--- src/verilog/serdes_rx_pkg.sv ---
// Shared definitions for the receive deserializer
// Word width, training pattern, lock run length, settle count
// Stage-to-stage packed structs

`default_nettype none

package serdes_rx_pkg;

    //**************************************************
    // Sizes and constants
    //**************************************************

    localparam int WIDTH = 10;                       // Deserialization width
    localparam int CNT_W = $clog2(WIDTH);            // Bit counter width

    // Half ones then half zeros, first received bit in the MSB
    localparam logic [WIDTH-1:0] TRAIN_WORD = {
        {(WIDTH / 2){1'b1}},
        {(WIDTH - WIDTH / 2){1'b0}}
    };

    localparam int LOCK_RUN = 4;                     // Aligned words needed for lock
    localparam int RUN_W    = $clog2(LOCK_RUN + 1);  // Match counter width

    localparam int SETTLE_W   = 8;                   // Settle counter width
    localparam int SETTLE_MAX = 255;                 // Settle counter saturation

    //**************************************************
    // Stage structs
    //**************************************************

    // serial_front to word_deser
    typedef struct packed {
        logic ser_bit;                               // Gated serial bit
        logic slip;                                  // One-cycle bitslip pulse
    } bit_t;

    // word_deser to align_lock, and align_lock to word_output
    typedef struct packed {
        logic [WIDTH-1:0] data;                      // Received word
        logic             valid;                     // One-cycle strobe
    } word_t;

    // align_lock to word_output
    typedef struct packed {
        word_t word;                                 // Forwarded word
        logic  locked;                               // Sticky lock level
    } lock_word_t;

endpackage : serdes_rx_pkg

`default_nettype wire

--- src/verilog/align_lock.sv ---
// Alignment lock detector
// Counts consecutive training-word matches, sticky lock at LOCK_RUN
// Forwards each word one cycle later alongside the lock level

`timescale 1ns/1ps
`default_nettype none

module align_lock import serdes_rx_pkg::*; (
    input  logic       clkGHz_clkbuf,
    input  logic       reset_buf_n,
    input  word_t      word_i,
    output lock_word_t lock_o
);

    logic [RUN_W-1:0] run_cnt;        // Consecutive matches so far
    logic             locked_q;
    logic             valid_q;
    logic [WIDTH-1:0] data_q;
    logic             is_train;
    logic             run_full;

    assign is_train = (word_i.data == TRAIN_WORD);
    assign run_full = (run_cnt == RUN_W'(LOCK_RUN));

    //**************************************************
    // Match counter and lock
    //**************************************************

    always_ff @(posedge clkGHz_clkbuf or negedge reset_buf_n) begin
        if (!reset_buf_n) begin
            run_cnt  <= '0;
            locked_q <= 1'b0;
            valid_q  <= 1'b0;
        end else begin
            valid_q <= word_i.valid;
            if (word_i.valid) begin
                if (!is_train) begin
                    run_cnt <= '0;                  // Run broken
                end else if (!run_full) begin
                    run_cnt <= run_cnt + 1'b1;      // Saturates at LOCK_RUN
                end
                // Rises together with the word that completes the run
                if (is_train && run_cnt == RUN_W'(LOCK_RUN - 1)) begin
                    locked_q <= 1'b1;
                end
            end
        end
    end

    // Forwarded payload
    always_ff @(posedge clkGHz_clkbuf) begin
        data_q <= word_i.data;
    end

    assign lock_o = '{word: '{data: data_q, valid: valid_q}, locked: locked_q};

    // No loss of lock in this design
    lock_sticky_a : assert property (
        @(posedge clkGHz_clkbuf) disable iff (!reset_buf_n)
        lock_o.locked |=> lock_o.locked
    ) else $error("lock dropped without reset");

endmodule : align_lock

`default_nettype wire

--- src/verilog/serdes_rx_top.sv ---
// Receive deserializer top level
// serial_front -> word_deser -> align_lock -> word_output

`timescale 1ns/1ps
`default_nettype none

module serdes_rx_top import serdes_rx_pkg::*; (
    input  logic             clkGHz_clkbuf,  // Bit clock
    input  logic             reset_buf_n,
    input  logic             enable_n,
    input  logic             data_i,
    input  logic             bitslip_ctrl_n,
    output logic [WIDTH-1:0] data_o,
    output logic             data_valid,
    output logic             ready
);

    bit_t       bit_s;
    word_t      word_s;
    lock_word_t lock_s;

    serial_front front0 (
        .clkGHz_clkbuf  (clkGHz_clkbuf),
        .reset_buf_n    (reset_buf_n),
        .enable_n       (enable_n),
        .data_i         (data_i),
        .bitslip_ctrl_n (bitslip_ctrl_n),
        .bit_o          (bit_s)
    );

    word_deser deser0 (
        .clkGHz_clkbuf (clkGHz_clkbuf),
        .reset_buf_n   (reset_buf_n),
        .bit_i         (bit_s),
        .word_o        (word_s)
    );

    align_lock align0 (
        .clkGHz_clkbuf (clkGHz_clkbuf),
        .reset_buf_n   (reset_buf_n),
        .word_i        (word_s),
        .lock_o        (lock_s)
    );

    word_output out0 (
        .clkGHz_clkbuf (clkGHz_clkbuf),
        .reset_buf_n   (reset_buf_n),
        .lock_i        (lock_s),
        .data_o        (data_o),
        .data_valid    (data_valid),
        .ready         (ready)
    );

endmodule : serdes_rx_top

`default_nettype wire

--- src/verilog/serial_front.sv ---
// Serial input stage
// Registers the serial bit with active-low enable gating
// Turns the active-low bitslip level into a single pulse

`timescale 1ns/1ps
`default_nettype none

module serial_front import serdes_rx_pkg::*; (
    input  logic clkGHz_clkbuf,
    input  logic reset_buf_n,
    input  logic enable_n,       // Low to enable
    input  logic data_i,
    input  logic bitslip_ctrl_n, // Low to request a bitslip
    output bit_t bit_o
);

    logic ser_bit_q;
    logic slip_q;
    logic slip_n_prev;           // Previous bitslip sample

    //**************************************************
    // Bit and bitslip registers
    //**************************************************

    always_ff @(posedge clkGHz_clkbuf or negedge reset_buf_n) begin
        if (!reset_buf_n) begin
            ser_bit_q   <= 1'b0;
            slip_q      <= 1'b0;
            slip_n_prev <= 1'b1;                           // Idle level is high
        end else begin
            ser_bit_q   <= enable_n ? 1'b0 : data_i;       // Disabled input reads 0
            slip_q      <= slip_n_prev & ~bitslip_ctrl_n;  // Falling edge of request
            slip_n_prev <= bitslip_ctrl_n;
        end
    end

    assign bit_o = '{ser_bit: ser_bit_q, slip: slip_q};

    //**************************************************
    // Checks
    //**************************************************

    // One request gives one pulse, whatever the level does
    slip_single_pulse_a : assert property (
        @(posedge clkGHz_clkbuf) disable iff (!reset_buf_n)
        bit_o.slip |=> !bit_o.slip
    ) else $error("slip pulse lasted more than one cycle");

endmodule : serial_front

`default_nettype wire

--- src/verilog/word_deser.sv ---
// Word deserializer
// WIDTH-bit shift register, bit counter and word strobe
// A slip pulse stalls the counter and moves the boundary one bit later

`timescale 1ns/1ps
`default_nettype none

module word_deser import serdes_rx_pkg::*; (
    input  logic  clkGHz_clkbuf,
    input  logic  reset_buf_n,
    input  bit_t  bit_i,
    output word_t word_o
);

    logic [CNT_W-1:0] bit_cnt;        // Position within the current word
    logic             valid_q;
    logic [WIDTH-2:0] shift_q;        // Previous WIDTH-1 bits
    logic [WIDTH-1:0] data_q;
    logic             word_done;
    logic [WIDTH-1:0] shift_next;

    // Incoming bit enters at the LSB, so the oldest bit ends in the MSB
    assign shift_next = {shift_q, bit_i.ser_bit};

    // Slip cycles never close a word
    assign word_done = !bit_i.slip && (bit_cnt == CNT_W'(WIDTH - 1));

    //**************************************************
    // Counter and strobe
    //**************************************************

    always_ff @(posedge clkGHz_clkbuf or negedge reset_buf_n) begin
        if (!reset_buf_n) begin
            bit_cnt <= '0;
            valid_q <= 1'b0;
        end else begin
            valid_q <= word_done;
            if (bit_i.slip) begin
                bit_cnt <= bit_cnt;             // Hold, boundary shifts by one
            end else if (word_done) begin
                bit_cnt <= '0;
            end else begin
                bit_cnt <= bit_cnt + 1'b1;
            end
        end
    end

    //**************************************************
    // Shift register and word capture
    //**************************************************

    always_ff @(posedge clkGHz_clkbuf) begin
        shift_q <= shift_next[WIDTH-2:0];       // Shifts on slip cycles too
        if (word_done) begin
            data_q <= shift_next;
        end
    end

    assign word_o = '{data: data_q, valid: valid_q};

    counter_range_a : assert property (
        @(posedge clkGHz_clkbuf) disable iff (!reset_buf_n)
        bit_cnt < CNT_W'(WIDTH)
    ) else $error("bit counter left its range");

endmodule : word_deser

`default_nettype wire

--- src/verilog/word_output.sv ---
// Output stage
// Saturating settle counter and registered ready
// Output word register loaded only while ready, with valid strobe

`timescale 1ns/1ps
`default_nettype none

module word_output import serdes_rx_pkg::*; (
    input  logic             clkGHz_clkbuf,
    input  logic             reset_buf_n,
    input  lock_word_t       lock_i,
    output logic [WIDTH-1:0] data_o,
    output logic             data_valid,
    output logic             ready
);

    logic [SETTLE_W-1:0] settle_cnt;
    logic                settled;
    logic                load;

    assign settled = (settle_cnt == SETTLE_W'(SETTLE_MAX));
    assign load    = lock_i.word.valid && ready;   // Words before ready are dropped

    //**************************************************
    // Settle counter and ready
    //**************************************************

    always_ff @(posedge clkGHz_clkbuf or negedge reset_buf_n) begin
        if (!reset_buf_n) begin
            settle_cnt <= '0;
            ready      <= 1'b0;
        end else begin
            if (!settled) begin
                settle_cnt <= settle_cnt + 1'b1;
            end
            ready <= settled && lock_i.locked;
        end
    end

    //**************************************************
    // Output word register
    //**************************************************

    always_ff @(posedge clkGHz_clkbuf or negedge reset_buf_n) begin
        if (!reset_buf_n) begin
            data_o     <= '0;
            data_valid <= 1'b0;
        end else begin
            data_valid <= load;
            if (load) begin
                data_o <= lock_i.word.data;
            end
        end
    end

    valid_needs_ready_a : assert property (
        @(posedge clkGHz_clkbuf) disable iff (!reset_buf_n)
        data_valid |-> $past(ready)
    ) else $error("data_valid without ready in the previous cycle");

endmodule : word_output

`default_nettype wire

--- config.mk ---
export PLATFORM = sky130hd
export DESIGN_NAME = serdes_rx_top
export DESIGN_NICKNAME = d
export VERILOG_FILES = /design/src/verilog/serdes_rx_pkg.sv /design/src/verilog/align_lock.sv /design/src/verilog/serdes_rx_top.sv /design/src/verilog/serial_front.sv /design/src/verilog/word_deser.sv /design/src/verilog/word_output.sv
export SDC_FILE = /design/constraint.sdc
export NUM_CORES = 1
export LEC_CHECK = 0
export ABC_AREA = 1
export BUFFER_PORTS_ARGS = -buffer_cell sky130_fd_sc_hd__buf_2
export CAP_MARGIN = 0
export CORE_MARGIN = 4
export CORE_UTILIZATION = 30
export CTS_CLUSTER_SIZE = 40
export DETAILED_ROUTE_END_ITERATION = 16
export PLACE_DENSITY = 0.58
export SLEW_MARGIN = 20
export SYNTH_ARGS = -nofsm -noshare
export SYNTH_HDL_FRONTEND = slang
export SYNTH_SLANG_ARGS = --single-unit
--- constraint.sdc ---
create_clock -name clkGHz_clkbuf -period 1.4 [get_ports clkGHz_clkbuf]
set_clock_uncertainty 0.1 [all_clocks]
set_input_delay 0.21 -clock clkGHz_clkbuf [delete_from_list [all_inputs] [get_ports clkGHz_clkbuf]]
set_output_delay 0.21 -clock clkGHz_clkbuf [all_outputs]
set_load 0.02 [all_outputs]
==> impl.org <==
** Power and ir drop
- The worst-case IR drop observed on VDD is 0.525 mV.
- Power density relative to cell area :: approximately 1500 nW/um^2
- Combinational power share :: under 10%
- Reported leakage power :: about 1.3 nW
- Internal power component :: between 2 and 3 mW
- Switching share of power :: roughly a quarter
- Sequential cells account for about 53% of the total power.
- Of the total power, the clock network draws 39.5%.
- Sw Pwr :: 957 uW
- Sum of internal, switching and leakage power :: roughly 3.9 mW

** Place
- During placement, the flow inserted port buffers numbering 16.
- Timing analysis after detailed placement gives a worst setup slack of -0.0150 ns.
- After detailed placement, the total cell area comes to between 2000 and 2500 sq um.
- Detailed placement ended at an HPWL of a little over 2 mm.
- The congestion estimate from routability-driven global placement came to 0.732.
- Including well taps, the total number of placed cells is approximately 310.

** Detailed routing
- Dividing the detail-routed wire length by the instance count gives roughly 9.5 um.
- After detailed routing, the number of vias per cell comes to just under 4.
- In this run, the number of DRC markers left after iteration 0 of detailed routing was 47.
- After detailed routing, the total wire length is 3.14 mm.
- Count of nets left with antenna violations after detail routing :: 0
- Detailed routing inserted a total of 1305 vias.
- In the routed design, unresolved DRC markers number 0.
- Pre-Repair DR Iteration Count :: 7

** Global route
- The number of antenna violations at the first check in global routing was 0.
- Largest net degree at the start of global routing :: 34
- Via count of the first global-routing pass :: between 1000 and 1500
- Summed over all layers, the global routing overflow is 0.
- Wire length of the first global-routing pass :: approximately 5.7 mm
- In the global route stage, overall resource usage came out at 8.83%.

** Clock tree
- Cell at the root of the clock tree :: clkbuf_8
- Buffers inserted during clock tree synthesis total 9.
- TritonCTS built the clock tree.
- Clock latency on the worst-skew pair, taken at its later pin, is approximately 0.34 ns.
- The H-tree generated during clock tree synthesis spans 3 levels.
- Clk buf depth :: 2
- Clock transition at path regs :: 0.07 ns
- Total clock sinks :: between 60 and 70

** Worst setup path
- Required time of the critical path :: around 1.4 ns
- WP data arrival :: ~1.3 ns
- STA classifies the critical path startpoint as a flop.
- Along the worst path, the maximum fanout reaches 12.
- By startpoint and endpoint, the worst setup path is classified as flop to flop.
- The worst setup path is captured at a flop.

** STA
- The tightest hold path in the finished design has a slack of 0.245 ns.
- Transition time of the tightest slew-check pin :: about 0.29 ns
- Final critical-path required period :: 1.35 ns
- Max-Slew Margin vs Limit :: 80.6%
- Total Negative Setup Slacks :: 0 ns
- After layout, the worst path uses around 96% of the clock period.
- Worst setup margin :: between 0.04 and 0.05 ns
- Count of pins over their slew limit :: 0
- The count of final hold-check violations came to 0.
- Setup violators final :: 0
- RSZ-0062 raised after global routing :: true
- Based on the critical path, the design can be clocked at up to approximately 740 MHz.

** Layout
- Antenna cell count :: 0
- Ratio of cells with drive above 1 in the final layout :: about a fifth
- From synthesis to final layout, the design area changed by 23.6%.
- Post-route cell area :: about 2700 sq um
- Final net count :: between 200 and 250
- After filler insertion, the fill cell instance count of the layout stands at approximately 660.
- Cells fill between 30% and 40% of the core in the end.
- Summing all multi-input logic gate instances after layout gives approximately 540 sq um.
- The sequential cells in the finished layout cover a total of about 1500 sq um.
- The count of cells in the finished layout, fillers not included, comes to 330.

** Floorplan
- Area of the core region :: between 6000 and 7000 sq um
- Die area :: about 8600 sq um
- For this configuration, the core starts out at a cell density of a little under a third.
- Height of the die :: slightly above 90 um
- The die is roughly 93 um wide.
- I/O pin cnt :: 17
- The floorplan has 30 rows.

** Job
- The tool flagged a number of max-cap violations equal to 0.

** Hold path
- The path class of the tightest hold or removal check is flop to flop.

** Synthesis
- After synthesis, flip-flops and latches occupy between 70% and 80% of the total area.
- Average cell area after synthesis :: 11.1 sq um
- The cell area that synthesis handed to floorplanning was 2150 sq um.
- In the synthesized netlist, the number of instances is 194.
- For this run, the number of Yosys warnings is 0.
- Synthesis produced a netlist with a net count of just over 200.
- In this run, synthesis produced a sequential element count of 62.
- Counting distinct cell types in the post-synthesis netlist gives 22.

** Run status
- Result of the run :: completed
==> logic make-up after synthesis <==
logic type	after synthesis	share of synthesized area [%]
compound gates	8	2.10
fa+ha+maj	6	3.50
xor+xnor	3	1.22
buf+inv	27	4.72
simple gates	88	18.2
flops	62	70.3
==> worst max-delay path, cell delays in order (launching register included) <==
cell and delay [ns]:
dfrtp_1 0.40, inv_1 0.08, ha_1 0.14, nand4_1 0.12
inv_2 0.10, buf_12 0.13
==> layer usage <==
| metal | vias to the layer above | wire (um) | track usage, % |
|---|---|---|---|
| li1 | 683 | - | - |
| met1 | 586 | 1540 | 10.8 |
| met3 | 7 | 198 | 4.55 |
| met4 | 0 | 80 | 6.44 |
| met5 | - | 0 | 0 |
| met2 | 29 | 1320 | 11.7 |
==> power groups by stage <==
stage / logic (mW) / clock network (mW) / registers [mW]
4_1_cts: 0.283 / 1.59 / 2.08
6_report: 0.281 / 1.54 / 2.08
3_3_place_gp: 0.254 / 0 / 2.11
5_1_grt: 0.330 / 1.69 / 2.10
3_5_place_dp: 0.274 / 0 / 2.11
2_1_floorplan: 0.168 / 0 / 2.09
==> synth_stat cells <==
library cell | n | area share (%)
dfrtp_1 | 32 | 37
nor2_1 | 14 | 2.4
nand2_2 | 1 | 0.29
nand2_4 | 1 | 0.52
inv_1 | 24 | 4.2
a21oi_1 | 2 | 0.47
o21ai_0 | 4 | 0.93
nand4_1 | 8 | 2.3
nor3_4 | 1 | 0.76
ha_1 | 6 | 3.5
dfxtp_1 | 19 | 18
edfxtp_1 | 10 | 14
nor2_4 | 1 | 0.52
inv_2 | 1 | 0.17
xnor2_1 | 1 | 0.41
nand2_1 | 54 | 9.4
clkbuf_1 | 2 | 0.35
nand3_1 | 8 | 1.9
dfstp_2 | 1 | 1.2
xor2_1 | 2 | 0.82
o22ai_1 | 1 | 0.29
a21oi_2 | 1 | 0.41
==> layout make-up <==
class,instances,area share (%)
clock inverter,7,2.78
sequential,62,56.9
clock buffer,9,4.67
multi-input combinational,105,20.4
tap,96,4.53
timing repair buffer,26,7.17
inverter,25,3.54
==> state kept, by name, summed over array words and instances (netlist names) <==
name	flops
deser0.shift_q	9
out0.data_valid	1
front0.slip_n_prev	1
front0.slip_q	1
deser0.data_q	10
deser0.valid_q	1
deser0.bit_cnt	4
front0.ser_bit_q	1
align0.locked_q	1
out0.settle_cnt	8
out0.data_o	10
align0.valid_q	1
align0.run_cnt	3
out0.ready	1
align0.data_q	10
==> cell usage in the layout (no fill, tap or decap) <==
cell           netlist  final
a21oi_1              2      2
a21oi_2              1      1
buf_12               0      2
buf_2                0     16
buf_4                0      4
bufinv_16            0      1
clkbuf_8             0      9
clkinv_1             0      1
clkinv_2             0      1
clkinv_4             0      3
dfrtp_1             32     32
dfstp_2              1      1
dfxtp_1             19     19
dlygate4sd3_1        0      4
edfxtp_1            10     10
ha_1                 6      5
ha_2                 0      1
inv_1               24     23
inv_2                1      2
inv_6                0      1
nand2_1             54     54
nand2_2              1      1
nand2_4              1      1
nand3_1              8      8
nand4_1              8      8
nor2_1              14     13
nor2_2               0      1
nor2_4               1      1
nor3_4               1      1
o21ai_0              4      2
o21ai_1              0      2
o22ai_1              1      1
xnor2_1              1      1
xor2_1               2      2
==> what timing repair did <==
action / 4_1_cts / 5_1_grt
hold endpoints to repair: 36 / 0
hold buffers: 4 / 0
cloned: 0 / 0
buffers inserted: 0 / 3
pin swaps: 1 / 0
endpoints found under the setup margin: 10 / 13
gates resized for setup: 1 / 4
==> worst paths after layout <==
path	from	to	slack (ns)	cells after the start
max in group asynchronous	reset_buf_n	front0.slip_n_prev$_DFF_PN1_	0.70	3
worst min-delay path	deser0.shift_q[7]$_DFF_P_	deser0.shift_q[8]$_DFF_P_	0.25	0
worst max-delay path	deser0.bit_cnt[1]$_DFFE_PN0N_	deser0.data_q[0]$_DFFE_PP_	0.05	5
min in group asynchronous	reset_buf_n	front0.slip_q$_DFF_PN0_	0.26	3
worst min register to register	deser0.shift_q[7]$_DFF_P_	deser0.shift_q[8]$_DFF_P_	0.25	0
worst max register to register	deser0.bit_cnt[1]$_DFFE_PN0N_	deser0.data_q[0]$_DFFE_PP_	0.05	5
Note: power is estimated with default switching activity, not from simulation.
